$ cat src/hw/pvc_pkg.sv
// PVC cartridge protection coprocessor shared definitions
// Holds the 68000 address map of the work RAM and the protection ports,
// the port numbers, the common word types and the palette color union

package pvc_pkg;

	// ======================================================================
	// Word and address types
	// ======================================================================

	// One 68000 data word
	typedef logic [15:0] pvc_word_t;
	// CPU word address, byte address bit 0 is not on the bus
	typedef logic [19:1] pvc_waddr_t;
	// P2 ROM byte address
	typedef logic [23:0] pvc_p2_addr_t;
	// Word index into the work RAM
	typedef logic [11:0] pvc_ram_addr_t;
	// Port number inside the overlay window
	typedef logic [3:0]  pvc_port_t;

	// ======================================================================
	// Palette color word
	// ======================================================================

	// Neo Geo palette layout, dark bit on top and the three component LSBs below it
	typedef struct packed {
		logic       dark;
		logic       r_lsb;
		logic       g_lsb;
		logic       b_lsb;
		logic [3:0] red;
		logic [3:0] green;
		logic [3:0] blue;
	} pvc_color_neo_t;

	// Two 5-bit components, one in each byte, upper bits of each byte unused
	typedef struct packed {
		logic [2:0] hi_pad;
		logic [4:0] hi;
		logic [2:0] lo_pad;
		logic [4:0] lo;
	} pvc_color_pair_t;

	// The same port word seen either as a palette color or as a component pair
	typedef union packed {
		pvc_color_neo_t  neo;
		pvc_color_pair_t pair;
	} pvc_color_u;

	// ======================================================================
	// Memory map
	// ======================================================================

	// Address bits that must all be one to hit the work RAM window
	localparam int RAM_TAG_MSB  = 19;
	localparam int RAM_TAG_LSB  = 13;
	// Further bits that select the port overlay at the top of the RAM
	localparam int PORT_TAG_MSB = 12;
	localparam int PORT_TAG_LSB = 5;
	// Number of 16-bit words in the work RAM
	localparam int RAM_DEPTH    = 4096;

	// Port numbers within the overlay
	localparam pvc_port_t PORT_COLOR_IN  = 4'd0;
	localparam pvc_port_t PORT_UNPACK_BG = 4'd1;
	localparam pvc_port_t PORT_UNPACK_RS = 4'd2;
	localparam pvc_port_t PORT_PACK_GB   = 4'd4;
	localparam pvc_port_t PORT_PACK_R    = 4'd5;
	localparam pvc_port_t PORT_PACK_OUT  = 4'd6;
	localparam pvc_port_t PORT_BANK_LO   = 4'd8;
	localparam pvc_port_t PORT_BANK_HI   = 4'd9;

	// Fixed low byte that comes back with the bank low read
	localparam logic [7:0] BANK_LO_TAG = 8'hA0;

endpackage

$ cat src/hw/pvc_color_packer.sv
// PVC color packer
// Collects 5-bit green and blue from port 4 and red from port 5, and
// presents them on port 6 as one palette color with the dark bit clear

module pvc_color_packer import pvc_pkg::*; (
	input  logic      CLK_24M,
	input  logic      nRESET,
	input  logic      port_we,
	input  pvc_port_t port_no,
	input  pvc_word_t port_wdata,
	output pvc_word_t pack_out
);

	pvc_color_u in_u;
	pvc_color_u out_u;
	logic [4:0] green_q;
	logic [4:0] blue_q;
	logic [4:0] red_q;

	// Incoming words carry one component in each byte
	assign in_u = port_wdata;

	always_ff @(posedge CLK_24M) begin
		if (!nRESET) begin
			green_q <= '0;
			blue_q  <= '0;
			red_q   <= '0;
		end else if (port_we) begin
			if (port_no == PORT_PACK_GB) begin
				green_q <= in_u.pair.hi;
				blue_q  <= in_u.pair.lo;
			end
			// Only the low component of port 5 is used
			if (port_no == PORT_PACK_R)
				red_q <= in_u.pair.lo;
		end
	end

	// Upper four bits go to the nibble fields, LSBs collect in bits 14 to 12
	always_comb begin
		out_u           = '0;
		out_u.neo.red   = red_q[4:1];
		out_u.neo.green = green_q[4:1];
		out_u.neo.blue  = blue_q[4:1];
		out_u.neo.r_lsb = red_q[0];
		out_u.neo.g_lsb = green_q[0];
		out_u.neo.b_lsb = blue_q[0];
	end

	assign pack_out = out_u;

endmodule

$ cat config.mk
export PLATFORM = sky130hd
export DESIGN_NAME = pvc_color_packer
export DESIGN_NICKNAME = d
export VERILOG_FILES = /design/src/hw/pvc_pkg.sv /design/src/hw/pvc_color_packer.sv
export SDC_FILE = /design/constraint.sdc
export NUM_CORES = 1
export LEC_CHECK = 0
export BUFFER_PORTS_ARGS = -buffer_cell sky130_fd_sc_hd__buf_2
export CAP_MARGIN = 20
export CORE_UTILIZATION = 39
export DETAILED_ROUTE_END_ITERATION = 8
export GPL_TIMING_DRIVEN = 0
export HOLD_SLACK_MARGIN = 0.05
export MAX_ROUTING_LAYER = met4
export PLACE_DENSITY = 0.86
export SETUP_SLACK_MARGIN = 0.05
export SLEW_MARGIN = 30
export SYNTH_ARGS = -nofsm -noshare
export SYNTH_HDL_FRONTEND = slang
export SYNTH_SLANG_ARGS = --single-unit
$ cat constraint.sdc
create_clock -name CLK_24M -period 1.2 [get_ports CLK_24M]
set_input_delay 0.18 -clock CLK_24M [delete_from_list [all_inputs] [get_ports CLK_24M]]
set_output_delay 0.18 -clock CLK_24M [all_outputs]
set_load 0.02 [all_outputs]
==> qor.yml <==
utilization: 0.5861
coreArea_um2: 1366
drv_cap: 0
p_total_mw: 0.8719
r2r_start: "red_q[4]"
ios: 39
rr_endpoint: "red_q[4]"
synth_fa_ha_area_frac: 0
placed_area_um2: 773.2
insertedDiodeCount: 0
synth_cells: 65
power.internal_mw: 0.6656
synth-compound-area-share: 0
dp.final_hpwl_um: 963
antenna_left: 0
path_buf_inv: 1
cts_tree: "yes"
swShare: 0.2367
wl_mm: 1.224
num_vias: 536
root_buffer: "clkbuf_4"
hold_start: "port_wdata[10]"
cts_buffers: 3
synth_simple_gate_area_frac: 0.1905
cp_max_fo: 2
cp_slowest_cell: "dfxtp_1"
hold_path_end: "green_q[2]"
ctsHtreeMaxLevel: 1
post-route-min-period_ps: 978.3
ys_seq_elements: 15
endpoint_kind: "primary output"
worst_skew_pair.late_latency_ps: 270
syn-num-nets: 88
wire_per_inst_um: 10.74
place.gp.congestion: 0.7517
power.leakage_nw: 0.4119
clock_sinks: 15
seqPwrFrac: 0.581
ir_worst_vdd_uv: 819.1
status: "finished, final reports clean"
synth_top_area_cell: "dfxtp_1"
synth.area.mux_share: 0.2484
synth_top_cells_by_area: "dfxtp_1 50%, mux2i_1 25%, nand2_1 16%, buf_6 1.9%, clkbuf_1 1.9%"
portBuffers: 30
fillers: 141
die_area_um2: 1711
final_common_cell: "buf_2"
area_growth_pct: 32.51
p_clk_frac: 0.322
finalClockSkew_ps: 0
syn_area_per_cell_um2: 9.297
clk_pin_slew_ps: 90
gr-total-overflow: 0
worstSetupStartpointType: "flop"
grt_pass1_vias: 500
grt_pass1_wl_mm: 1.952
drtPass1Iterations: 2
final_max_slew_viol_count: 0
drc: 0
fin_area_um2: 800.8
final_cell_mix: "31 x buf_2, 25 x nand2_1, 15 x mux2i_1, 15 x dfxtp_1"
grt_max_degree: 11
hold-path-cell-count: 3
ys_warn_count: 0
min_period_over_period: 0.8152
ff2ff_path_depth: 2
ys_types: 11
pwr-share-comb: 0.097
arrival_ps: 800
synth_xor_area_frac: 0
cpPeakStageDelay_ps: 350
grt_use_total: 0.1871
crit_type: "flop to primary output"
die_x_um: 41.37
rsz0062_at_grt: "no"
r2r_slack_ps: 570
required_ps: 1020
multi_input_area_um2: 269.0
fmax_mhz: 1022
antenna_found_initial: 0
clockBufferDepth: 2
netlist.area_leader.share: 0.4969
num_rows: 13
synth_area_um2: 604.3
seq_area_um2: 300.3
fp.dieH_um: 41.37
setup_viol: 0
hp-class: "input port to flop"
yosysSeqAreaShare: 0.4969
critPathTopFamily: "flip-flops"
initial_core_util: 0.4423
drive_gt1_frac: 0.3737
p_switching_mw: 0.2063
powerDensity_nw_per_um2: 1089
ctsResizeCount: 0
synth_top_family_by_area: "multiplexers"
vias_per_cell: 4.702
cts_hold_buffers: 0
drt-initial-drc-count: 2
nets: 123
path_cells: "buf_2"
final-hold-violation-count: 0
cts_setup_buffers: 0
## synthesized netlist by cell type
cell type and count:
buf_2 1, buf_4 1, buf_6 1, clkbuf_1 3, conb_1 1, dfxtp_1 15
mux2i_1 15, nand2_1 25, nand3b_1 1, nor3_1 1, or3b_1 1
## flip-flops by register name (all words and copies together) (netlist names)
name / cells
blue_q: 5
green_q: 5
red_q: 5
## kinds of logic after synthesis
kind of cell           count (synthesis)
muxes                                 15
other                                  1
buffers and inverters                  6
and+or+nand+nor                       28
DFF                                   15
## cell type report
class                      instances  share of cell area
multi-input combinational         44              0.3359
clock buffer                       3             0.02812
sequential                        15              0.3750
timing repair buffer              30              0.1875
clock inverter                     1            0.006250
buffer                             6             0.04375
tap                               15             0.02344
## power by group through the flow
stage	sequential, mW	clock [mW]	combinational, mW
5_1_grt	0.508	0.317	0.0928
4_1_cts	0.507	0.293	0.0856
2_1_floorplan	0.526	0	0.0392
3_3_place_gp	0.518	0	0.0826
3_5_place_dp	0.518	0	0.0856
6_report	0.507	0.281	0.0845
## metal layers
layer | global-route usage | vias to the layer above | routed length [um]
met5 | - | - | 0
met4 | 0.07258 | 0 | 0
met3 | 0.06383 | 0 | 63
met2 | 0.3438 | 20 | 609
met1 | 0.1782 | 241 | 551
li1 | - | 275 | -
## worst max-delay path by stage
| stage | from | endpoint | slack [ps] | cells after the start |
|---|---|---|---|---|
| floorplan | port_no[3] | red_q[0] | 140 | 4 |
| global placement | port_no[3] | red_q[1] | 20 | 5 |
| detailed placement | port_no[3] | red_q[4] | -20 | 5 |
| CTS | red_q[4] | pack_out[11] | 200 | 1 |
| global route | red_q[4] | pack_out[11] | 150 | 1 |
| finish | green_q[4] | pack_out[7] | 220 | 1 |
## stage by stage
stage	setup TNS (ps)	worst slack, ps	hold WS (ps)	instances
after global routing	0	150.9	128.3	114
after CTS	0	202.0	125.8	114
after global placement	0	16.95	426.8	110
after floorplan	0	135.5	322.2	65
final	0	221.7	137.6	114
after detailed placement	-26.37	-22.50	436.8	110
No activity file was read; power rests on OpenSTA's default activity.
