===== config.mk =====
export PLATFORM = sky130hd
export DESIGN_NAME = pvc_bank_map
export DESIGN_NICKNAME = d
export VERILOG_FILES = /design/src/hw/pvc_pkg.sv /design/src/hw/pvc_bank_map.sv
export SDC_FILE = /design/constraint.sdc
export NUM_CORES = 1
export LEC_CHECK = 0
export BUFFER_PORTS_ARGS = -buffer_cell sky130_fd_sc_hd__buf_2
export CAP_MARGIN = 5
export CORE_MARGIN = 2
export CORE_UTILIZATION = 47
export DETAILED_ROUTE_END_ITERATION = 12
export PLACE_DENSITY = 0.81
export SLEW_MARGIN = 0
export SYNTH_ARGS = -nofsm -noshare
export SYNTH_HDL_FRONTEND = slang
export SYNTH_SLANG_ARGS = --single-unit
export TNS_END_PERCENT = 30

===== constraint.sdc =====
create_clock -name CLK_24M -period 4.3 [get_ports CLK_24M]
set_clock_uncertainty 0.15 [all_clocks]
set_input_delay 0.86 -clock CLK_24M [delete_from_list [all_inputs] [get_ports CLK_24M]]
set_output_delay 0.86 -clock CLK_24M [all_outputs]
set_load 0.02 [all_outputs]

===== src/hw/pvc_pkg.sv =====
// PVC cartridge protection coprocessor shared definitions
// Holds the 68000 address map of the work RAM and the protection ports,
// the port numbers, the common word types and the palette color union

package pvc_pkg;

	// ======================================================================
	// Word and address types
	// ======================================================================

	// One 68000 data word
	typedef logic [15:0] pvc_word_t;
	// CPU word address, byte address bit 0 is not on the bus
	typedef logic [19:1] pvc_waddr_t;
	// P2 ROM byte address
	typedef logic [23:0] pvc_p2_addr_t;
	// Word index into the work RAM
	typedef logic [11:0] pvc_ram_addr_t;
	// Port number inside the overlay window
	typedef logic [3:0]  pvc_port_t;

	// ======================================================================
	// Palette color word
	// ======================================================================

	// Neo Geo palette layout, dark bit on top and the three component LSBs below it
	typedef struct packed {
		logic       dark;
		logic       r_lsb;
		logic       g_lsb;
		logic       b_lsb;
		logic [3:0] red;
		logic [3:0] green;
		logic [3:0] blue;
	} pvc_color_neo_t;

	// Two 5-bit components, one in each byte, upper bits of each byte unused
	typedef struct packed {
		logic [2:0] hi_pad;
		logic [4:0] hi;
		logic [2:0] lo_pad;
		logic [4:0] lo;
	} pvc_color_pair_t;

	// The same port word seen either as a palette color or as a component pair
	typedef union packed {
		pvc_color_neo_t  neo;
		pvc_color_pair_t pair;
	} pvc_color_u;

	// ======================================================================
	// Memory map
	// ======================================================================

	// Address bits that must all be one to hit the work RAM window
	localparam int RAM_TAG_MSB  = 19;
	localparam int RAM_TAG_LSB  = 13;
	// Further bits that select the port overlay at the top of the RAM
	localparam int PORT_TAG_MSB = 12;
	localparam int PORT_TAG_LSB = 5;
	// Number of 16-bit words in the work RAM
	localparam int RAM_DEPTH    = 4096;

	// Port numbers within the overlay
	localparam pvc_port_t PORT_COLOR_IN  = 4'd0;
	localparam pvc_port_t PORT_UNPACK_BG = 4'd1;
	localparam pvc_port_t PORT_UNPACK_RS = 4'd2;
	localparam pvc_port_t PORT_PACK_GB   = 4'd4;
	localparam pvc_port_t PORT_PACK_R    = 4'd5;
	localparam pvc_port_t PORT_PACK_OUT  = 4'd6;
	localparam pvc_port_t PORT_BANK_LO   = 4'd8;
	localparam pvc_port_t PORT_BANK_HI   = 4'd9;

	// Fixed low byte that comes back with the bank low read
	localparam logic [7:0] BANK_LO_TAG = 8'hA0;

endpackage


===== src/hw/pvc_bank_map.sv =====
// PVC bank mapper
// Holds the 24-bit P2 bank offset written through ports 8 and 9 and adds
// it to the CPU byte address to form the P2 ROM address

module pvc_bank_map import pvc_pkg::*; (
	input  logic         CLK_24M,
	input  logic         nRESET,
	input  logic         enable,
	input  logic         port_we,
	input  pvc_port_t    port_no,
	input  pvc_word_t    port_wdata,
	input  pvc_waddr_t   cpu_addr,
	output pvc_word_t    bank_rd_lo,
	output pvc_word_t    bank_rd_hi,
	output pvc_p2_addr_t p2_addr
);

	// ======================================================================
	// Bank register
	// ======================================================================

	pvc_p2_addr_t bank;
	pvc_p2_addr_t bank_eff;

	// Bit 0 and bit 23 of the offset are forced to zero
	always_ff @(posedge CLK_24M) begin
		if (!nRESET) begin
			bank <= '0;
		end else if (port_we) begin
			if (port_no == PORT_BANK_LO)
				bank[7:0] <= {port_wdata[15:9], 1'b0};
			if (port_no == PORT_BANK_HI)
				bank[23:8] <= {1'b0, port_wdata[14:0]};
		end
	end

	// Low bank byte reads back in the upper lane with a fixed tag below it
	assign bank_rd_lo = {bank[7:0], BANK_LO_TAG};
	assign bank_rd_hi = bank[23:8];

	// ======================================================================
	// P2 address
	// ======================================================================

	// With the chip disabled the CPU address passes through unmapped
	assign bank_eff = enable ? bank : '0;
	assign p2_addr  = bank_eff + {4'b0000, cpu_addr, 1'b0};

endmodule


==> summary.md <==
| Metric | Value |
|---|---|
| Share of cells above drive strength 1 | `30.21%` |
| CTS root buf | `clkbuf_8` |
| Run status | `complete, no violations` |
| Yosys warns | `0` |
| Row count | `24` |
| # hold bufs at CTS | `0` |
| Post-CTS setup buffer count | `0` |
| Post-Layout Cell Count | `383` |
| Wirelength per Cell | `13.22 µm` |
| Critical path class | `in -> out` |
| Post-Place Cell Area | `around 2500 µm²` |
| Power Density | `182.3 nW/µm²` |
| Cell area after synthesis | `2081 µm²` |
| Global-route wire length before repair | `8245 µm` |
| # placed instances | `380` |
| Avg Inst Size Synth | `8.356 µm²` |
| Area growth from synthesis to layout | `23.03%` |
| Distinct cells, synth | `40` |
| Post-route antenna net violation count | `0` |
| Post-Synthesis Cells | `249` |
| VDD IR-drop max | `0.1570 mV` |
| Htree depth | `1` |
| DR vias/cell | `5.198` |
| Ys async rst share | `0%` |
| Fmax | `between 0.2 and 0.25 GHz` |
| DRT Wirelength | `5063 µm` |
| Die X | `70.54 µm` |
| Routed vias | `around 2.0k` |
| Min-delay worst type | `reg -> reg` |
| Pins over their slew limit | `0` |
| Initial core utilization | `~48%` |
| Largest net degree at the start of global routing | `25` |
| Worst setup SP type | `input pin` |
| RSZ-0062 raised after global routing | `yes` |
| Biggest regs | `bank (22)` |
| EDFF count, synth | `0` |
| Slew headroom | `a little under two fifths` |
| Ant. Diodes | `0` |
| Final min period | `4125 ps` |
| Post-synthesis sequential area ratio | `between 20% and 30%` |
| Core Region | `approximately 4300 µm²` |
| Final setup fails | `0` |
| Max-cap viol count | `0` |
| IO Pins | `99` |
| Most flop-heavy register | `bank` |
| CP Max Fanout | `24` |
| Chip height | `70.54 µm` |
| Finished Cell Area | `2560 µm²` |
| Global-route usage over all layers | `20.02%` |
| Cts bufs inserted | `3` |
| First-pass iteration count of the detailed router | `4` |
| Largest register FFs | `22` |
| Dominant synthesized flop cell | `dfxtp_1` |
| Max incr delay on CP | `430 ps` |
| Most frequent cells in the layout | `buf_2 (87), mux2i_1 (24), nor2b_1 (23)` |
| Drt initial violations | `94` |
| Overflow after GRT | `0` |
| Leakage Power | `about 1.4 nW` |
| Worst-Skew Late Latency | `260 ps` |
| Slew @ Worst Pin | `~940 ps` |
| Clock sink count | `22` |
| Critical Path RT | `3290 ps` |
| Final period util | `between 90 and 100%` |
| Max clock buf depth | `2` |
| CTS tree | `built` |
| Crit. End Element | `output port` |
| Hold WS | `392.6 ps` |
| Die area | `4975 µm²` |
| Critical Path, Cell by Cell | `buf_2 > buf_4 > nand2_1 > inv_1 > ha_1 > a211oi_2 > o21ai_1 > a21oi_2 > o211ai_4 > a2111o_1 > nand3_1 > buf_2` |
| Final Hold Viols | `0` |
| CP max stage cell | `a2111o_1` |
| Vias in the first global route | `1,861` |
| Clock slew at reported path FFs | `80 ps` |
| Layout Nets | `between 300 and 400` |
| Crit path top cell by count | `buf_2` |
| Worst Path Arrival | `roughly 3100 ps` |
| IO buf count | `87` |
| Post-route DRC | `0` |
| Number of antenna violations at the first check in global routing | `0` |
| Gpl congestion | `between 0.7 and 0.8` |
| Synthesized flop and latch total | `22` |
| Post-DP HPWL | `4103 µm` |
| Most common cell after layout, fill and taps aside | `buf_2` |
layout make-up:
| type | instances | area (µm²) |
|---|---|---|
| repair buffers | 88 | 442.9 |
| flip-flops and latches | 22 | 440.4 |
| fillers | 414 | 1734 |
| multi-input cells | 211 | 1544 |
| inverters | 7 | 26.28 |
| clock buffers | 3 | 41.29 |
| well taps | 52 | 65.06 |
power breakdown:
group          internal (mW)  total (mW)  switching, mW
Sequential             0.206       0.208        0.00227
Combinational         0.0496       0.126         0.0763
Clock                 0.0626       0.132         0.0698
Total                  0.318       0.467          0.148
synth_stat cells (2+ instances only):
master	instances	area share, %
o21ai_0	9	2.2
a31oi_1	4	1.2
nand3_1	7	1.7
ha_1	19	11
a21oi_2	3	1.3
nor3_1	2	0.48
inv_1	7	1.3
dfxtp_1	22	21
o21bai_1	2	0.72
and2_1	19	5.7
a211oi_1	2	0.72
nor2b_1	23	6.9
nand2_1	17	3.1
a21oi_1	12	2.9
mux2i_1	24	12
a21o_1	7	2.5
xor2_1	4	1.7
conb_1	2	0.36
a211oi_2	2	1.2
o21a_1	2	0.72
clkbuf_1	6	1.1
nand2b_1	6	1.8
xnor2_1	11	4.6
o21ai_1	2	0.48
buf_4	11	4.0
nor2_1	10	1.8
metal layers:
| layer | vias to the layer above | share of wire [%] | track usage [%] | wire length, µm |
|---|---|---|---|---|
| li1 | 1018 | - | - | - |
| met1 | 911 | 45 | 25.49 | 2275 |
| met2 | 58 | 49 | 36.16 | 2476 |
| met3 | 4 | 5.6 | 3.561 | 285 |
| met4 | 0 | 0.49 | 3.145 | 25 |
| met5 | - | 0 | 0 | 0 |
timing repair:
item,in CTS,in global routing
gates resized for setup,0,1
setup endpoints to repair,0,5
hold endpoints to repair,0,0
cells by family after synthesis:
| logic type | share of synthesized area [%] |
|---|---|
| xor gates and xnor gates | 6.314 |
| other | 0.3609 |
| DFF | 21.17 |
| and+or+nand+nor | 23.75 |
| adders and majority gates | 12.39 |
| AOI/OAI and AO/OA | 17.92 |
| buffers and inverters | 6.554 |
| muxes | 11.55 |
worst paths after layout:
path	start	endpoint	slack, ps	depth (start not counted)
setup / recovery	enable	p2_addr[18]	170	12
hold / removal	bank[4]	bank[4]	390	2
setup reg to reg	bank[21]	bank[21]	3390	2
hold reg to reg	bank[4]	bank[4]	390	2
stage by stage:
step                setup TNS (ps)  total power [mW]  setup slack [ps]  util [%]
global route                -21.80            0.4891            -21.80     59.62
finish                           0            0.4668             174.9     59.62
floorplan                        0            0.2999             142.9         -
CTS                              0            0.4689             156.6     59.47
global placement                 0            0.3377             201.3     58.51
detailed placement               0            0.3386             182.6     58.51
critical path: cells and delay by family:
family / cells / cell delay (ps)
compound gates: 5 / 1250
simple gates: 2 / 200
fa+ha+maj: 1 / 300
buf+inv: 4 / 500
(Power assumes the default switching activity.)
