[config.mk]
export PLATFORM = sky130hd
export DESIGN_NAME = pvc_bus_decode
export DESIGN_NICKNAME = d
export VERILOG_FILES = /design/src/hw/pvc_pkg.sv /design/src/hw/pvc_bus_decode.sv
export SDC_FILE = /design/constraint.sdc
export NUM_CORES = 1
export LEC_CHECK = 0
export BUFFER_PORTS_ARGS = -buffer_cell sky130_fd_sc_hd__buf_4
export CORE_AREA = 2 2 85 87
export CTS_CLUSTER_SIZE = 16
export DETAILED_ROUTE_END_ITERATION = 7
export DIE_AREA = 0 0 87 89
export GPL_ROUTABILITY_DRIVEN = 0
export PLACE_DENSITY_LB_ADDON = 0.05
export SLEW_MARGIN = 20
export SYNTH_ARGS = -nofsm -noshare
export SYNTH_HDL_FRONTEND = slang
export SYNTH_SLANG_ARGS = --single-unit
[constraint.sdc]
create_clock -name CLK_24M -period 3.4 [get_ports CLK_24M]
set_input_delay 0.51 -clock CLK_24M [delete_from_list [all_inputs] [get_ports CLK_24M]]
set_output_delay 0.51 -clock CLK_24M [all_outputs]
set_load 0.02 [all_outputs]
[src/hw/pvc_pkg.sv]
// PVC cartridge protection coprocessor shared definitions
// Holds the 68000 address map of the work RAM and the protection ports,
// the port numbers, the common word types and the palette color union

package pvc_pkg;

	// ======================================================================
	// Word and address types
	// ======================================================================

	// One 68000 data word
	typedef logic [15:0] pvc_word_t;
	// CPU word address, byte address bit 0 is not on the bus
	typedef logic [19:1] pvc_waddr_t;
	// P2 ROM byte address
	typedef logic [23:0] pvc_p2_addr_t;
	// Word index into the work RAM
	typedef logic [11:0] pvc_ram_addr_t;
	// Port number inside the overlay window
	typedef logic [3:0]  pvc_port_t;

	// ======================================================================
	// Palette color word
	// ======================================================================

	// Neo Geo palette layout, dark bit on top and the three component LSBs below it
	typedef struct packed {
		logic       dark;
		logic       r_lsb;
		logic       g_lsb;
		logic       b_lsb;
		logic [3:0] red;
		logic [3:0] green;
		logic [3:0] blue;
	} pvc_color_neo_t;

	// Two 5-bit components, one in each byte, upper bits of each byte unused
	typedef struct packed {
		logic [2:0] hi_pad;
		logic [4:0] hi;
		logic [2:0] lo_pad;
		logic [4:0] lo;
	} pvc_color_pair_t;

	// The same port word seen either as a palette color or as a component pair
	typedef union packed {
		pvc_color_neo_t  neo;
		pvc_color_pair_t pair;
	} pvc_color_u;

	// ======================================================================
	// Memory map
	// ======================================================================

	// Address bits that must all be one to hit the work RAM window
	localparam int RAM_TAG_MSB  = 19;
	localparam int RAM_TAG_LSB  = 13;
	// Further bits that select the port overlay at the top of the RAM
	localparam int PORT_TAG_MSB = 12;
	localparam int PORT_TAG_LSB = 5;
	// Number of 16-bit words in the work RAM
	localparam int RAM_DEPTH    = 4096;

	// Port numbers within the overlay
	localparam pvc_port_t PORT_COLOR_IN  = 4'd0;
	localparam pvc_port_t PORT_UNPACK_BG = 4'd1;
	localparam pvc_port_t PORT_UNPACK_RS = 4'd2;
	localparam pvc_port_t PORT_PACK_GB   = 4'd4;
	localparam pvc_port_t PORT_PACK_R    = 4'd5;
	localparam pvc_port_t PORT_PACK_OUT  = 4'd6;
	localparam pvc_port_t PORT_BANK_LO   = 4'd8;
	localparam pvc_port_t PORT_BANK_HI   = 4'd9;

	// Fixed low byte that comes back with the bank low read
	localparam logic [7:0] BANK_LO_TAG = 8'hA0;

endpackage

[src/hw/pvc_bus_decode.sv]
// PVC bus decoder
// Sorts each CPU access into work RAM, protection port or PROM, produces the
// RAM and port write strobes and returns read data one cycle after the request

module pvc_bus_decode import pvc_pkg::*; (
	input  logic          CLK_24M,
	input  logic          nRESET,
	input  logic          enable,
	input  pvc_waddr_t    cpu_addr,
	input  pvc_word_t     cpu_wdata,
	input  logic [1:0]    cpu_we,
	input  logic          cpu_re,
	input  pvc_word_t     prom_data,
	input  pvc_word_t     ram_rdata,
	input  pvc_word_t     unpack_bg,
	input  pvc_word_t     unpack_rs,
	input  pvc_word_t     pack_out,
	input  pvc_word_t     bank_rd_lo,
	input  pvc_word_t     bank_rd_hi,
	output pvc_word_t     cpu_rdata,
	output logic          cpu_rvalid,
	output pvc_ram_addr_t ram_addr,
	output logic [1:0]    ram_we,
	output pvc_word_t     ram_wdata,
	output logic          port_we,
	output pvc_port_t     port_no,
	output pvc_word_t     port_wdata
);

	// ======================================================================
	// Address classification
	// ======================================================================

	logic      ram_acc;
	logic      port_acc;
	logic      port_rd_hit;
	pvc_word_t port_rd_val;
	logic      sel_ram;
	pvc_word_t hold_word;

	// The whole window disappears when the cartridge chip is disabled
	assign ram_acc  = enable & (&cpu_addr[RAM_TAG_MSB:RAM_TAG_LSB]);
	assign port_acc = ram_acc & (&cpu_addr[PORT_TAG_MSB:PORT_TAG_LSB]);
	assign port_no  = cpu_addr[4:1];

	// Port writes fall through into the RAM underneath as well
	assign ram_addr   = cpu_addr[12:1];
	assign ram_we     = ram_acc ? cpu_we : 2'b00;
	assign ram_wdata  = cpu_wdata;
	assign port_we    = port_acc & (|cpu_we);
	assign port_wdata = cpu_wdata;

	// Only a few ports return their own value, the rest read as RAM
	always_comb begin
		port_rd_hit = port_acc;
		case (port_no)
			PORT_UNPACK_BG: port_rd_val = unpack_bg;
			PORT_UNPACK_RS: port_rd_val = unpack_rs;
			PORT_PACK_OUT:  port_rd_val = pack_out;
			PORT_BANK_LO:   port_rd_val = bank_rd_lo;
			PORT_BANK_HI:   port_rd_val = bank_rd_hi;
			default: begin
				port_rd_hit = 1'b0;
				port_rd_val = ram_rdata;
			end
		endcase
	end

	// ======================================================================
	// Read pipeline
	// ======================================================================

	// Valid flag and source select follow the request by one cycle
	always_ff @(posedge CLK_24M) begin
		if (!nRESET) begin
			cpu_rvalid <= 1'b0;
			sel_ram    <= 1'b0;
		end else begin
			cpu_rvalid <= cpu_re;
			if (cpu_re)
				sel_ram <= ram_acc & ~port_rd_hit;
		end
	end

	// Port and PROM values are sampled on the request edge, before any write lands
	always_ff @(posedge CLK_24M) begin
		if (cpu_re)
			hold_word <= port_rd_hit ? port_rd_val : prom_data;
	end

	// RAM data only shows up on the valid cycle, so it bypasses the hold register
	assign cpu_rdata = sel_ram ? ram_rdata : hold_word;

endmodule

==> results.cfg <==
[run_status]
outcome = completed

[global_route]
grt_usage = 0.156
grt_pass1_vias = 1713
antenna_found_initial = 0
grt_overflow = 0
grt_pass1_wl_um = 9290
grt_max_degree = 22

[timing]
whs_ps = 478
fin_skew_ps = 0
slew_violations = 0
setup_viol = 0
rsz0062_at_grt = false
finalWorstSetupSlack_ps = 1330
fin_crit_sh = 0.608
clock.fmax_ghz = 0.484
relSlewSlack = 0.338
min_period_ps = 2070
hold_viol = 0
max_slew.worst_pin.slew_ps = 988
tns_ps = 0

[detailed_routing]
routedWlPerCell_um = 17.9
post_drt_via_cell_ratio = 4.74
top_layer = met4
num_vias = 1784
wl_met1_um = 2620
post-route-drc-count = 0
ant_nets = 0
dr_wl_met3_um = 449
routed_wl_um = 6730
met2_length_um = 3440
drt_iter0_drc = 57
drt_pass1_iterations = 4

[yosys]
synth_nets = 330
synth_cells = 177
synth_area_um2 = 1990
synth_area_per_cell_um2 = 11.3
yosysUniqueCellTypes = 25
ys_warn_count = 0
ys_seq_elements = 18
yosysSeqAreaShare = 0.261

[power]
power_w = 0.000707
peakVddDrop_mv = 0.106
power_density_nw_per_um2 = 235
leakage_nw = 1.43
pwr-share-clk = 0.215
p_seq_frac = 0.372
internal_power_w = 0.000526
p_sw_w = 0.000181
p_sw_frac = 0.256
p_comb_frac = 0.413

[layout]
drive_above_1_share = 0.770
area_growth_syn_to_layout_pct = 51.0
final_cell_mix = 173 x buf_4, 38 x mux2_2, 16 x a22o_1, 16 x a221o_1, 16 x edfxtp_1
final_common_cell = buf_4
fin_nets = 450
n_antenna_cell = 0

[setup_path]
cp_slowest_stage_delay_ps = 740
path_depth = 2
cp_top_family = flip-flops
crit_fanout = 17
worstRegToRegCells = 2
cp.arrival_ps = 1560
startpoint_type = flop
slowest_stage = dfxtp_1
end_kind = primary output
critPathBufInv = 1
crit_chain = mux2_2, buf_4
crit_required_ps = 2890
crit_type = reg2out

[floorplan]
io_pins = 221
initial_core_util = 0.297
core_area_um2 = 6720
dieArea_um2 = 7740
rows = 30
die_y_um = 89
die_x_um = 87

[clocking]
cts_hold_buf = 0
cts_inserted_buffers = 3
clk_pin_slew_ps = 60
cts_buffer_depth = 2
clock-sinks = 18
post_cts.repair.setup_buffers = 0
tritoncts = done
cts_root_buffer = clkbuf_8
htreeDepth = 1
cts-resized-gates = 0
worstSkewPairLatency_ps = 250

[run]
drv_cap = 0

[placed_design]
port_buffers = 172
dp_hpwl_um = 5760
pre_cts_ws_ps = 1130

[worst_hold_path]
hp-class = in2reg
min_path_cells = 2
-- synthesized netlist by cell type --
cell type	n	area [um^2]
a22o_1	16	140
and3_1	1	6.26
dfxtp_1	2	40.0
nor3b_2	1	12.5
nor2b_1	1	6.26
nor2_1	4	15.0
nor4b_4	1	23.8
edfxtp_1	16	480
mux2_2	38	428
mux2_4	10	150
buf_4	48	360
buf_12	1	20.0
clkbuf_1	4	15.0
buf_2	3	15.0
nor4b_2	1	15.0
mux2_1	1	11.3
and2_1	3	18.8
buf_6	1	11.3
a221o_1	16	160
nand3_2	1	10.0
clkbuf_2	1	5.00
o211a_1	1	10.0
nand2_1	1	3.75
a32o_1	1	10.0
nand4_1	4	25.0
-- through the flow --
step	cell area, um^2	utilization	std cells
6_report	3010	0.448	376
5_1_grt	3010	0.448	376
4_1_cts	3010	0.448	376
3_5_place_dp	2970	0.441	372
3_3_place_gp	2970	0.441	372
2_1_floorplan	1990	-	177
-- flip-flops by register name, summed over array words and instances, names as in the netlist --
| register | cells |
|---|---|
| cpu_rvalid | 1 |
| hold_word | 16 |
| sel_ram | 1 |
-- cell type report --
type | count | area (um^2)
fill | 668 | 3710
timing repair buffer | 173 | 1300
multi-input combinational | 101 | 1050
sequential | 18 | 520
tap | 80 | 100
clock buffer | 4 | 45.0
-- routing by layer --
layer  up-vias  GRT usage
li1        878          -
met1       801      0.198
met2        78      0.264
met3        27     0.0203
met4         0     0.0753
met5         -          0
-- cells by family after synthesis --
kind of cell / after synthesis / share of synthesized area
compound gates: 34 / 0.161
simple gates: 18 / 0.0684
mux: 49 / 0.296
flops: 18 / 0.261
buf+inv: 58 / 0.214
-- power by group through the flow --
stage	registers [W]	clock network [W]	logic (W)
global route	0.000265	0.000162	0.000310
finish	0.000263	0.000152	0.000292
CTS	0.000263	0.000154	0.000294
detailed placement	0.000268	0	0.000293
floorplan	0.000266	0	0.000185
global placement	0.000269	0	0.000292
-- path summary, 6_finish.rpt --
path / from / endpoint / slack, ps
hold reg to reg: sel_ram / sel_ram / 990
hold / removal: nRESET / sel_ram / 480
setup / recovery: sel_ram / cpu_rdata[9] / 1330
setup reg to reg: sel_ram / sel_ram / 2270
Power figures use the tool's default switching activity.
