`config.mk`:
```
export PLATFORM = sky130hd
export DESIGN_NAME = pvc_color_unpacker
export DESIGN_NICKNAME = d
export VERILOG_FILES = /design/src/hw/pvc_pkg.sv /design/src/hw/pvc_color_unpacker.sv
export SDC_FILE = /design/constraint.sdc
export NUM_CORES = 1
export LEC_CHECK = 0
export BUFFER_PORTS_ARGS = -buffer_cell sky130_fd_sc_hd__buf_4
export CAP_MARGIN = 40
export CORE_UTILIZATION = 42
export CTS_CLUSTER_DIAMETER = 80
export DETAILED_ROUTE_END_ITERATION = 8
export GPL_TIMING_DRIVEN = 1
export PLACE_DENSITY_LB_ADDON = 0.3
export SYNTH_ARGS = -nofsm -noshare
export SYNTH_HDL_FRONTEND = slang
export SYNTH_SLANG_ARGS = --single-unit
```
`constraint.sdc`:
```
create_clock -name CLK_24M -period 2.3 [get_ports CLK_24M]
set_input_delay 0.23 -clock CLK_24M [delete_from_list [all_inputs] [get_ports CLK_24M]]
set_output_delay 0.23 -clock CLK_24M [all_outputs]
set_load 0.005 [all_outputs]
```
`src/hw/pvc_pkg.sv`:
```
// PVC cartridge protection coprocessor shared definitions
// Holds the 68000 address map of the work RAM and the protection ports,
// the port numbers, the common word types and the palette color union

package pvc_pkg;

	// ======================================================================
	// Word and address types
	// ======================================================================

	// One 68000 data word
	typedef logic [15:0] pvc_word_t;
	// CPU word address, byte address bit 0 is not on the bus
	typedef logic [19:1] pvc_waddr_t;
	// P2 ROM byte address
	typedef logic [23:0] pvc_p2_addr_t;
	// Word index into the work RAM
	typedef logic [11:0] pvc_ram_addr_t;
	// Port number inside the overlay window
	typedef logic [3:0]  pvc_port_t;

	// ======================================================================
	// Palette color word
	// ======================================================================

	// Neo Geo palette layout, dark bit on top and the three component LSBs below it
	typedef struct packed {
		logic       dark;
		logic       r_lsb;
		logic       g_lsb;
		logic       b_lsb;
		logic [3:0] red;
		logic [3:0] green;
		logic [3:0] blue;
	} pvc_color_neo_t;

	// Two 5-bit components, one in each byte, upper bits of each byte unused
	typedef struct packed {
		logic [2:0] hi_pad;
		logic [4:0] hi;
		logic [2:0] lo_pad;
		logic [4:0] lo;
	} pvc_color_pair_t;

	// The same port word seen either as a palette color or as a component pair
	typedef union packed {
		pvc_color_neo_t  neo;
		pvc_color_pair_t pair;
	} pvc_color_u;

	// ======================================================================
	// Memory map
	// ======================================================================

	// Address bits that must all be one to hit the work RAM window
	localparam int RAM_TAG_MSB  = 19;
	localparam int RAM_TAG_LSB  = 13;
	// Further bits that select the port overlay at the top of the RAM
	localparam int PORT_TAG_MSB = 12;
	localparam int PORT_TAG_LSB = 5;
	// Number of 16-bit words in the work RAM
	localparam int RAM_DEPTH    = 4096;

	// Port numbers within the overlay
	localparam pvc_port_t PORT_COLOR_IN  = 4'd0;
	localparam pvc_port_t PORT_UNPACK_BG = 4'd1;
	localparam pvc_port_t PORT_UNPACK_RS = 4'd2;
	localparam pvc_port_t PORT_PACK_GB   = 4'd4;
	localparam pvc_port_t PORT_PACK_R    = 4'd5;
	localparam pvc_port_t PORT_PACK_OUT  = 4'd6;
	localparam pvc_port_t PORT_BANK_LO   = 4'd8;
	localparam pvc_port_t PORT_BANK_HI   = 4'd9;

	// Fixed low byte that comes back with the bank low read
	localparam logic [7:0] BANK_LO_TAG = 8'hA0;

endpackage

```
`src/hw/pvc_color_unpacker.sv`:
```
// PVC color unpacker
// Latches a packed palette color from port 0 and splits it into 5-bit
// blue, green and red components plus the dark bit for ports 1 and 2

module pvc_color_unpacker import pvc_pkg::*; (
	input  logic      CLK_24M,
	input  logic      nRESET,
	input  logic      port_we,
	input  pvc_port_t port_no,
	input  pvc_word_t port_wdata,
	output pvc_word_t unpack_bg,
	output pvc_word_t unpack_rs
);

	pvc_color_u color_q;
	logic [4:0] comp_b;
	logic [4:0] comp_g;
	logic [4:0] comp_r;
	pvc_color_u bg_u;
	pvc_color_u rs_u;

	// The written word is kept as a palette color
	always_ff @(posedge CLK_24M) begin
		if (!nRESET)
			color_q <= '0;
		else if (port_we && port_no == PORT_COLOR_IN)
			color_q.neo <= port_wdata;
	end

	// Each component gets its extra LSB from the top nibble of the color
	assign comp_b = {color_q.neo.blue,  color_q.neo.b_lsb};
	assign comp_g = {color_q.neo.green, color_q.neo.g_lsb};
	assign comp_r = {color_q.neo.red,   color_q.neo.r_lsb};

	// Green above blue on port 1, dark bit above red on port 2
	always_comb begin
		bg_u          = '0;
		bg_u.pair.hi  = comp_g;
		bg_u.pair.lo  = comp_b;
		rs_u          = '0;
		rs_u.pair.hi  = {4'b0000, color_q.neo.dark};
		rs_u.pair.lo  = comp_r;
	end

	assign unpack_bg = bg_u;
	assign unpack_rs = rs_u;

endmodule

```
==> load_flow_metrics.sql, run 1 <==
INSERT INTO impl_metrics (metric_group, metric, value, unit) VALUES
('outcome', 'run_status', 'completed', ''),
('cells_and_area', 'area_delta_synth_final', '35.38', '%'),
('drt', 'number_of_drc_violations_after_detailed_routing_iteration_0', '11', ''),
('place', 'hpwl', '1.031', 'mm'),
('clocking', 'cts-root-buf', 'clkbuf_4', ''),
('clocking', 'clockBufferDepth', '2', ''),
('cells_and_area', 'registers.top_by_ff_count', 'color_q', ''),
('drt', 'drt.antenna.violating_nets', '0', ''),
('global_routing', 'grt.total_usage', '14.56', '%'),
('floorplan', 'core_area', '1727', 'um^2'),
('sta', 'rsz0062_at_grt', 'no', ''),
('clocking', 'cts_made_buffers', '3', ''),
('drt', 'route.detailed.drc', '0', ''),
('synth', 'leading_post_synthesis_cells_by_cell_area', 'dfxtp_1 41%, mux2i_1 21%, buf_4 16%', ''),
('clocking', 'tritoncts', 'built', ''),
('synth', 'synth.cell_area', '774.5', 'um^2'),
('clocking', 'htree_num_levels', '1', ''),
('critical_path', 'worst_setup_path_end_kind', 'output pin', ''),
('global_routing', 'antenna_violations_before_repair', '0', ''),
('critical_path', 'cell_family_with_most_cp_delay', 'flip-flops', ''),
('place', 'io_buffer_count', '38', ''),
('clocking', 'clk-insertion-delay-late', '270', 'ps'),
('synth', 'synthesis.yosys.warnings', '0', ''),
('critical_path', 'crit_path_max_incr_delay', '360', 'ps'),
('drt', 'route.detailed.vias_per_inst', '4.113', ''),
('cells_and_area', 'n_antenna_cell', '0', ''),
('clocking', 'postCtsSetupBuffers', '0', ''),
('critical_path', 'worstSetupPathType', 'flip-flop to output pin', ''),
('clocking', 'cts.sinks', '16', ''),
('min_path', 'min_path_type', 'input pin to flip-flop', ''),
('synth', 'mean_cell_area_of_the_mapped_netlist', '8.902', 'um^2'),
('sta', 'period_share', '42.46', '%'),
('global_routing', 'leftover_overflow_at_the_end_of_global_routing', '0', ''),
('floorplan', 'fp.dieW', '44.94', 'um'),
('flow_run', 'maxCapViolations', '0', ''),
('cells_and_area', 'post_layout_nets', '149', ''),
('place', 'finalWeightedCongestion', '0.6849', ''),
('synth', 'synthDistinctLibCells', '9', ''),
('critical_path', 'worst_ep_required_time', '2070', 'ps'),
('synth', 'count_of_mapped_cells_out_of_synthesis', '87', ''),
('clocking', 'clk_pin_slew_worst_paths', '90', 'ps'),
('drt', 'postRouteWirelength', '1.328', 'mm'),
('synth', 'synth_sequential_area_ratio', '41.36', '%'),
('power', 'power.static_leakage', '0.0004863', 'uW'),
('floorplan', 'die-height', '44.94', 'um'),
('critical_path', 'worst_ep_arrival_time', '750', 'ps'),
('drt', 'drt_pre_antenna_iters', '3', ''),
('global_routing', 'grt_start_max_net_pins', '33', ''),
('floorplan', 'die-area', '2020', 'um^2'),
('critical_path', 'cp.buffers_inverters', '1', ''),
('critical_path', 'cp_cell_sequence', 'buf_4', ''),
('power', 'vdd_drop_max', '373.7', 'uV'),
('critical_path', 'worst-path-max-fanout', '2', ''),
('cells_and_area', 'largest_register_ffs', '16', ''),
('global_routing', 'via_count_of_the_first_global_routing_pass', '589', ''),
('cells_and_area', 'final_common_cell', 'buf_4', ''),
('sta', 'report.final.setup_viol', '0', ''),
('critical_path', 'critPathLaunchType', 'flip-flop', ''),
('power', 'power_dens_cells', '500.4', 'nW/um^2'),
('drt', 'avgRoutedWirePerCell', '8.853', 'um'),
('sta', 'max_freq', '1024', 'MHz'),
('cells_and_area', 'reg.largest.list', 'color_q: 16 flops', ''),
('sta', 'clock_skew', '0', 'ps'),
('clocking', 'cts_resized', '0', ''),
('synth', 'synth_top_area_cell', 'dfxtp_1', ''),
('floorplan', 'rows', '15', ''),
('critical_path', 'timing.critical_path.slowest_stage_cell', 'dfxtp_1', ''),
('global_routing', 'wire_length_of_the_first_global_routing_pass', '2.221', 'mm'),
('cells_and_area', 'final_core_utilization', '60.72', '%'),
('floorplan', 'io_pins', '55', ''),
('sta', 'timing.final.hold_violations', '0', ''),
('sta', 'totalNegativeSetupSlack', '0', 'ps'),
('synth', 'synth_top_area_share', '41.36', '%'),
('cells_and_area', 'post_route_cells_drive_above_1_share', '35.20', '%'),
('sta', 'final_max_tran_viols', '0', ''),
('clocking', 'cts_hold_repair.buffers', '0', ''),
('sta', 'finalCriticalPeriod', '976.6', 'ps'),
('cells_and_area', 'layout.cells.most_common_list', '39 x buf_4, 32 x nand2_1, 16 x mux2i_1, 16 x conb_1, 16 x dfxtp_1', ''),
('drt', 'detailroute.via_count', '617', ''),
('synth', 'synth_seq_cells', '16', ''),
('floorplan', 'effective_utilization_at_floorplan', '44.86', '%');
[per-layer routing]
layer	up-vias	global-route usage (%)	share of wire, %
li1	320	-	-
met1	267	16.25	42
met2	30	26.96	50
met3	0	5.200	7.5
met4	0	1.818	0
met5	-	0	0
[logic make-up (layout without fill, tap and decap cells)]
| kind of cell | after synthesis | after routing | share of synthesized area [%] |
|---|---|---|---|
| other | 1 | 16 | 0.4842 |
| buffers and inverters | 20 | 43 | 18.42 |
| multiplexers | 16 | 16 | 20.68 |
| AND/OR/NAND/NOR | 34 | 34 | 19.06 |
| flip-flops | 16 | 16 | 41.36 |
[final timing paths]
| path | start | to | slack (ps) | cells past startpoint |
|---|---|---|---|---|
| setup / recovery | color_q[11]$_SDFFE_PN0P_ | unpack_rs[4] | 1320 | 1 |
| hold / removal | port_wdata[14] | color_q[14]$_SDFFE_PN0P_ | 200 | 3 |
| setup reg to reg | color_q[1]$_SDFFE_PN0P_ | color_q[1]$_SDFFE_PN0P_ | 1710 | 2 |
| hold reg to reg | color_q[15]$_SDFFE_PN0P_ | color_q[15]$_SDFFE_PN0P_ | 460 | 2 |
[cells in the mapped netlist]
cell type	number
nand2_1	32
buf_4	16
dfxtp_1	16
mux2i_1	16
clkbuf_1	3
buf_6	1
conb_1	1
nand2b_1	1
nor4_4	1
[power by group]
group / switching (uW) / internal (uW)
Combinational: 28.5 / 35.1
Clock: 82.7 / 96.1
Sequential: 1.81 / 280
[through the flow]
step                      power (uW)  hold slack, ps  cell area [um^2]  setup WS [ps]  cells
after floorplan                334.7           372.1             830.8           1047    102
after global placement         351.2           444.3              1012           1086    146
after detailed placement       352.8           447.4              1012           1047    146
after CTS                      534.8           189.5              1049           1304    150
after global routing           557.0           186.6              1049           1277    150
final                          524.7           197.8              1049           1323    150
[final cells by class]
type / count / area [um^2]
repair buffers: 39 / 292.8
well taps: 25 / 31.28
clock buffers: 4 / 36.28
fillers: 170 / 678.2
multi-input cells: 66 / 367.9
flip-flops and latches: 16 / 320.3
(Power assumes the default switching activity.)
==> run 2, diff against run 1 <==
--- a/config.mk
+++ b/config.mk
@@ -7,7 +7,7 @@
 export LEC_CHECK = 0
 export BUFFER_PORTS_ARGS = -buffer_cell sky130_fd_sc_hd__buf_4
 export CAP_MARGIN = 40
-export CORE_UTILIZATION = 42
+export CORE_UTILIZATION = 39
 export CTS_CLUSTER_DIAMETER = 80
 export DETAILED_ROUTE_END_ITERATION = 8
 export GPL_TIMING_DRIVEN = 1
==> constraint.sdc (replaced) <==
create_clock -name CLK_24M -period 0.9 [get_ports CLK_24M]
set_input_delay 0.09 -clock CLK_24M [delete_from_list [all_inputs] [get_ports CLK_24M]]
set_output_delay 0.09 -clock CLK_24M [all_outputs]
set_load 0.005 [all_outputs]
==> load_flow_metrics.sql, run 2 (same netlist as run 1, synthesis figures left out) <==
INSERT INTO impl_metrics (metric_group, metric, value, unit) VALUES
('critical_path', 'timing.critical_path.slowest_stage_cell', 'dfxtp_1', ''),
('critical_path', 'register_to_register_setup_slack', '310', 'ps'),
('clocking', 'clk-insertion-delay-late', '280', 'ps'),
('sta', 'timing.final.hold_violations', '0', ''),
('sta', 'finalCriticalPeriod', '838.5', 'ps'),
('global_routing', 'via_count_of_the_first_global_routing_pass', '529', ''),
('outcome', 'run_status', 'completed', ''),
('floorplan', 'effective_utilization_at_floorplan', '42.99', '%'),
('sta', 'final_critical_path_setup_slack', '61.49', 'ps'),
('floorplan', 'io_pins', '55', ''),
('place', 'post_dp_cell_area', '1027', 'um^2'),
('cells_and_area', 'multi_input_combinational_cell_area', '375.4', 'um^2'),
('global_routing', 'grt.total_usage', '13.81', '%'),
('power', 'power.share.combinational', '12.4', '%'),
('clocking', 'tritoncts', 'built', ''),
('flow_run', 'maxCapViolations', '0', ''),
('floorplan', 'core_area', '1802', 'um^2'),
('critical_path', 'reg2regPathDepth', '2', ''),
('global_routing', 'grt_start_max_net_pins', '33', ''),
('power', 'seq_power_share', '53.4', '%'),
('power', 'clkPwrFrac', '34.2', '%'),
('critical_path', 'worst_ep_arrival_time', '750', 'ps'),
('sta', 'period_share', '93.17', '%'),
('place', 'io_buffer_count', '38', ''),
('drt', 'avgRoutedWirePerCell', '9.298', 'um'),
('clocking', 'cts.sinks', '16', ''),
('critical_path', 'cp_cell_sequence', 'buf_4', ''),
('clocking', 'cts_made_buffers', '3', ''),
('critical_path', 'worstSetupPathType', 'flip-flop to output pin', ''),
('min_path', 'min-delay-start', 'port_wdata[8]', ''),
('cells_and_area', 'final_core_utilization', '59.03', '%'),
('min_path', 'min_path_type', 'input pin to flip-flop', ''),
('critical_path', 'worst_setup_path_end_kind', 'output pin', ''),
('cells_and_area', 'n_antenna_cell', '0', ''),
('drt', 'detailroute.via_count', '632', ''),
('clocking', 'clockBufferDepth', '2', ''),
('power', 'power_dens_cells', '1271', 'nW/um^2'),
('drt', 'drt_pre_antenna_iters', '1', ''),
('power', 'internal-power', '1056', 'uW'),
('floorplan', 'rows', '15', ''),
('sta', 'report.final.setup_viol', '0', ''),
('cells_and_area', 'post_layout_nets', '150', ''),
('critical_path', 'cp.buffers_inverters', '1', ''),
('power', 'vdd_drop_max', '887.7', 'uV'),
('critical_path', 'timing.rr.start', 'color_q[13]$_SDFFE_PN0P_', ''),
('cells_and_area', 'layout.cells.most_common_list', '40 x buf_4, 32 x nand2_1, 16 x mux2i_1, 16 x conb_1, 16 x dfxtp_1', ''),
('clocking', 'clk_pin_slew_worst_paths', '90', 'ps'),
('drt', 'route.detailed.drc', '0', ''),
('power', 'switching_fraction', '21.90', '%'),
('cells_and_area', 'nFillCells', '188', ''),
('min_path', 'whs_endpoint', 'color_q[8]$_SDFFE_PN0P_', ''),
('cells_and_area', 'largest_register_ffs', '16', ''),
('cells_and_area', 'area_used_by_sequential_logic_in_the_layout', '320.3', 'um^2'),
('global_routing', 'leftover_overflow_at_the_end_of_global_routing', '0', ''),
('cells_and_area', 'finalInstanceArea', '1064', 'um^2'),
('floorplan', 'fp.dieW', '46.57', 'um'),
('place', 'worst_slack_at_placement', '-115.3', 'ps'),
('cells_and_area', 'post_route_cells_drive_above_1_share', '36.51', '%'),
('power', 'p_switching', '296.0', 'uW'),
('critical_path', 'worst_ep_required_time', '810', 'ps'),
('floorplan', 'die-area', '2168', 'um^2'),
('cells_and_area', 'reg.largest.list', 'color_q: 16 flops', ''),
('drt', 'number_of_drc_violations_after_detailed_routing_iteration_0', '0', ''),
('sta', 'clock_skew', '0', 'ps'),
('critical_path', 'critical_path.reg2reg.endpoint', 'color_q[13]$_SDFFE_PN0P_', ''),
('drt', 'postRouteWirelength', '1.404', 'mm'),
('cells_and_area', 'final_common_cell', 'buf_4', ''),
('clocking', 'htree_num_levels', '1', ''),
('critical_path', 'crit_path_max_incr_delay', '360', 'ps'),
('min_path', 'hold-path-cell-count', '3', ''),
('clocking', 'cts-root-buf', 'clkbuf_4', ''),
('cells_and_area', 'area_delta_synth_final', '37.32', '%'),
('floorplan', 'die-height', '46.57', 'um'),
('sta', 'rsz0062_at_grt', 'no', ''),
('drt', 'route.detailed.vias_per_inst', '4.185', ''),
('clocking', 'cts_hold_repair.buffers', '0', ''),
('cells_and_area', 'registers.top_by_ff_count', 'color_q', ''),
('clocking', 'postCtsSetupBuffers', '0', ''),
('sta', 'max_freq', '1193', 'MHz'),
('place', 'finalWeightedCongestion', '0.6241', ''),
('power', 'total_power', '1352', 'uW'),
('critical_path', 'critPathLaunchType', 'flip-flop', ''),
('drt', 'drt.antenna.violating_nets', '0', ''),
('critical_path', 'worst-path-max-fanout', '2', ''),
('sta', 'final_max_tran_viols', '0', ''),
('critical_path', 'cell_family_with_most_cp_delay', 'flip-flops', ''),
('global_routing', 'wire_length_of_the_first_global_routing_pass', '2.104', 'mm'),
('clocking', 'cts_resized', '0', ''),
('global_routing', 'antenna_violations_before_repair', '0', ''),
('power', 'power.static_leakage', '0.0004975', 'uW'),
('place', 'hpwl', '1.087', 'mm');
[run 2: cell types whose count changed in the layout (fill, tap and decap cells not counted), sizes merged]
cell / before / now
buf: 39 / 40
[run 2: worst max-delay path by stage]
stage	endpoint	from	cells after the start
6_report	unpack_rs[2]	color_q[9]$_SDFFE_PN0P_	1
5_1_grt	unpack_rs[3]	color_q[10]$_SDFFE_PN0P_	1
4_1_cts	unpack_bg[4]	color_q[3]$_SDFFE_PN0P_	1
3_5_place_dp	color_q[13]$_SDFFE_PN0P_	port_no[1]	4
3_3_place_gp	color_q[7]$_SDFFE_PN0P_	port_no[1]	4
2_1_floorplan	color_q[10]$_SDFFE_PN0P_	port_no[0]	4
[run 2: routing by layer]
layer | share of wire [%] | GRT usage [%] | vias to the layer above | wire, um
li1 | - | - | 324 | -
met1 | 45 | 18.42 | 274 | 633
met2 | 46 | 20.83 | 34 | 651
met3 | 8.5 | 3.529 | 0 | 119
met4 | 0 | 5.882 | 0 | 0
met5 | 0 | 0 | - | 0
[run 2: cell type report]
cell class	instances	share of cell area (%)
clock buffers	4	3.412
multi-input cells	66	35.29
flip-flops and latches	16	30.12
well taps	25	2.941
repair buffers	40	28.24
[run 2: through the flow]
stage / cells / setup TNS (ps) / hold slack (ps)
final: 151 / 0 / 56.32
after global routing: 151 / 0 / 53.10
after CTS: 151 / 0 / 47.19
after detailed placement: 147 / -1471 / 356.4
after global placement: 147 / -1167 / 347.6
after floorplan: 102 / -1789 / 232.1
[run 2: power groups by stage]
stage               Combinational [uW]  Clock (uW)  Sequential [uW]
global route                       189         506              723
CTS                                168         481              722
floorplan                          120           0              738
finish                             168         463              721
detailed placement                 168           0              738
global placement                   165           0              738
==> run 3, diff against run 2 <==
--- a/config.mk
+++ b/config.mk
@@ -5,9 +5,11 @@
 export SDC_FILE = /design/constraint.sdc
 export NUM_CORES = 1
 export LEC_CHECK = 0
+export ABC_AREA = 1
 export BUFFER_PORTS_ARGS = -buffer_cell sky130_fd_sc_hd__buf_4
 export CAP_MARGIN = 40
-export CORE_UTILIZATION = 39
+export CORE_ASPECT_RATIO = 0.8
+export CORE_UTILIZATION = 43
 export CTS_CLUSTER_DIAMETER = 80
 export DETAILED_ROUTE_END_ITERATION = 8
 export GPL_TIMING_DRIVEN = 1
==> load_flow_metrics.sql, run 3 <==
INSERT INTO impl_metrics (metric_group, metric, value, unit) VALUES
('power', 'power.share.combinational', '18.5', '%'),
('clocking', 'cts.sinks', '16', ''),
('place', 'io_buffer_count', '38', ''),
('global_routing', 'wire_length_of_the_first_global_routing_pass', '3.091', 'mm'),
('cells_and_area', 'post_layout_nets', '216', ''),
('place', 'worst_slack_at_placement', '-7.894', 'ps'),
('cells_and_area', 'n_antenna_cell', '0', ''),
('synth', 'async_reset_ff_share', '0', '%'),
('synth', 'synth_sequential_area_ratio', '32.57', '%'),
('synth', 'synth_top_area_share', '32.57', '%'),
('synth', 'leading_post_synthesis_cells_by_cell_area', 'dfxtp_1 33%, inv_1 18%, buf_4 12%', ''),
('synth', 'synth_top_area_cell', 'dfxtp_1', ''),
('min_path', 'min_path_type', 'input pin to flip-flop', ''),
('critical_path', 'critical_path_depth', '1', ''),
('global_routing', 'use_met1', '18.52', '%'),
('critical_path', 'critPathLaunchType', 'flip-flop', ''),
('floorplan', 'rows', '15', ''),
('cells_and_area', 'registers.top_by_ff_count', 'color_q', ''),
('cells_and_area', 'final_common_cell', 'inv_1', ''),
('cells_and_area', 'area_delta_synth_final', '31.55', '%'),
('clocking', 'clk-insertion-delay-late', '280', 'ps'),
('power', 'power.static_leakage', '0.0007462', 'uW'),
('cells_and_area', 'number_of_standard_cells_in_the_layout_taps_in_and_fillers_out', '217', ''),
('synth', 'edff_count_synth', '0', ''),
('power', 'seq_power_share', '49.2', '%'),
('drt', 'detailroute.via_count', '896', ''),
('cells_and_area', 'finalInstanceArea', '1294', 'um^2'),
('sta', 'timing.final.hold_violations', '0', ''),
('place', 'post-place-cells', '213', ''),
('critical_path', 'cp.buffers_inverters', '1', ''),
('critical_path', 'timing.critical_path.slowest_stage_cell', 'dfxtp_1', ''),
('global_routing', 'grt_start_max_net_pins', '17', ''),
('global_routing', 'via_count_of_the_first_global_routing_pass', '711', ''),
('power', 'p_switching', '376.5', 'uW'),
('global_routing', 'leftover_overflow_at_the_end_of_global_routing', '0', ''),
('global_routing', 'met2_usage', '29.64', '%'),
('critical_path', 'cp_cell_sequence', 'buf_4', ''),
('floorplan', 'core_area', '2158', 'um^2'),
('place', 'finalWeightedCongestion', '0.6854', ''),
('sta', 'clock_skew', '0', 'ps'),
('place', 'hpwl', '1.375', 'mm'),
('clocking', 'cts_hold_repair.buffers', '0', ''),
('critical_path', 'cell_family_with_most_cp_delay', 'flip-flops', ''),
('power', 'internal-power', '1110', 'uW'),
('cells_and_area', 'reg.largest.list', 'color_q: 16 flops', ''),
('synth', 'yosys_most_used_dff', 'dfxtp_1', ''),
('sta', 'final_max_tran_viols', '0', ''),
('synth', 'mean_cell_area_of_the_mapped_netlist', '6.345', 'um^2'),
('place', 'post_dp_cell_area', '1257', 'um^2'),
('sta', 'max_freq', '1192', 'MHz'),
('critical_path', 'worst_setup_path_end_kind', 'output pin', ''),
('global_routing', 'grt.total_usage', '15.76', '%'),
('power', 'clkPwrFrac', '32.3', '%'),
('global_routing', 'globalRoute.busiestLayer', 'met2', ''),
('clocking', 'clk_pin_slew_worst_paths', '100', 'ps'),
('clocking', 'cts_resized', '0', ''),
('clocking', 'postCtsSetupBuffers', '0', ''),
('floorplan', 'die-height', '44.78', 'um'),
('power', 'vdd_drop_max', '964.5', 'uV'),
('min_path', 'hold-path-cell-count', '3', ''),
('sta', 'rsz0062_at_grt', 'no', ''),
('critical_path', 'worst_ep_required_time', '810', 'ps'),
('power', 'power_dens_cells', '1149', 'nW/um^2'),
('cells_and_area', 'final_core_utilization', '59.94', '%'),
('synth', 'synth.cell_area', '983.4', 'um^2'),
('synth', 'synth_seq_cells', '16', ''),
('synth', 'count_of_mapped_cells_out_of_synthesis', '155', ''),
('power', 'switching_fraction', '25.34', '%'),
('floorplan', 'effective_utilization_at_floorplan', '45.57', '%'),
('clocking', 'cts-root-buf', 'clkbuf_4', ''),
('synth', 'most_instantiated_library_cell_after_synthesis', 'inv_1', ''),
('drt', 'number_of_drc_violations_after_detailed_routing_iteration_0', '22', ''),
('clocking', 'htree_num_levels', '1', ''),
('global_routing', 'global_route.usage.met3', '4.298', '%'),
('sta', 'finalCriticalPeriod', '838.6', 'ps'),
('cells_and_area', 'post_route_cells_drive_above_1_share', '25.00', '%'),
('cells_and_area', 'largest_register_ffs', '16', ''),
('clocking', 'clockBufferDepth', '2', ''),
('drt', 'route.detailed.vias_per_inst', '4.129', ''),
('clocking', 'cts_made_buffers', '3', ''),
('clocking', 'tritoncts', 'built', ''),
('sta', 'period_share', '93.18', '%'),
('drt', 'postRouteWirelength', '1.918', 'mm'),
('outcome', 'run_status', 'completed', ''),
('power', 'total_power', '1486', 'uW'),
('synth', 'synthDistinctLibCells', '12', ''),
('synth', 'synthesis.yosys.warnings', '0', ''),
('critical_path', 'crit_path_max_incr_delay', '350', 'ps'),
('sta', 'report.final.setup_viol', '0', ''),
('synth', 'post_synth_most_frequent_cells', '48 x inv_1, 32 x nand2_1', ''),
('floorplan', 'fp.dieW', '55.47', 'um'),
('drt', 'avgRoutedWirePerCell', '8.839', 'um'),
('cells_and_area', 'layout.cells.most_common_list', '48 x inv_1, 38 x buf_4, 32 x nand2_1', ''),
('floorplan', 'io_pins', '55', ''),
('flow_run', 'maxCapViolations', '0', ''),
('floorplan', 'die-area', '2484', 'um^2'),
('drt', 'drt.antenna.violating_nets', '0', ''),
('critical_path', 'worst-path-max-fanout', '2', ''),
('critical_path', 'worstSetupPathType', 'flip-flop to output pin', ''),
('critical_path', 'worst_ep_arrival_time', '750', 'ps'),
('global_routing', 'antenna_violations_before_repair', '0', ''),
('sta', 'final_critical_path_setup_slack', '61.38', 'ps'),
('critical_path', 'reg2regPathDepth', '4', ''),
('drt', 'drt_pre_antenna_iters', '4', ''),
('drt', 'route.detailed.drc', '0', '');
==> run 3: changes by cell type in the layout (fill, tap and decap cells not counted), sizes merged <==
cell,delta
inv,+48
buf,+1
nand4,+16
nor4,-1
nand2b,-1
nor2,+18
nand3,+1
mux2i,-16
==> run 3: kinds of logic after synthesis <==
logic type / Yosys count / synth area share, %
simple gates: 67 / 32.57
other cells: 1 / 0.3813
buf+inv: 71 / 34.48
flops: 16 / 32.57
==> run 3: worst paths after layout <==
kind,slack (ps),startpoint,end
max,60,color_q[12]$_SDFFE_PN0P_,unpack_bg[0]
min,120,nRESET,color_q[14]$_SDFFE_PN0P_
max reg2reg,260,color_q[12]$_SDFFE_PN0P_,color_q[12]$_SDFFE_PN0P_
min reg2reg,520,color_q[10]$_SDFFE_PN0P_,color_q[10]$_SDFFE_PN0P_
==> run 3: area by class of cell <==
type	count	area (um^2)
fill	201	864.6
multi-input combinational	83	380.4
timing repair buffer	41	345.3
sequential	16	320.3
inverter	48	180.2
clock buffer	4	36.28
tap	25	31.28
==> run 3: worst min-delay path, delay by kind of cell <==
kind	cells	cell delay [ps]
AND/OR/NAND/NOR	2	110
buffers and inverters	1	170
==> run 3: power groups by stage <==
stage          Clock [uW]  Sequential, uW  Combinational, uW
6_report              480             731                274
5_1_grt               532             734                306
4_1_cts               502             732                275
3_5_place_dp            0             748                274
3_3_place_gp            0             748                272
2_1_floorplan           0             749                179
==> run 3: stage by stage <==
step | hold slack [ps] | TNS [ps]
after global routing | 116.1 | 0
final | 117.3 | 0
after floorplan | 319.0 | 0
after detailed placement | 420.0 | -7.894
after global placement | 411.5 | 0
after CTS | 110.3 | 0
==> run 3: metal layers <==
layer,share of wire [%],up-vias
met5,0,-
met4,0.73,0
met3,6.5,2
met2,47,39
met1,45,368
li1,-,487
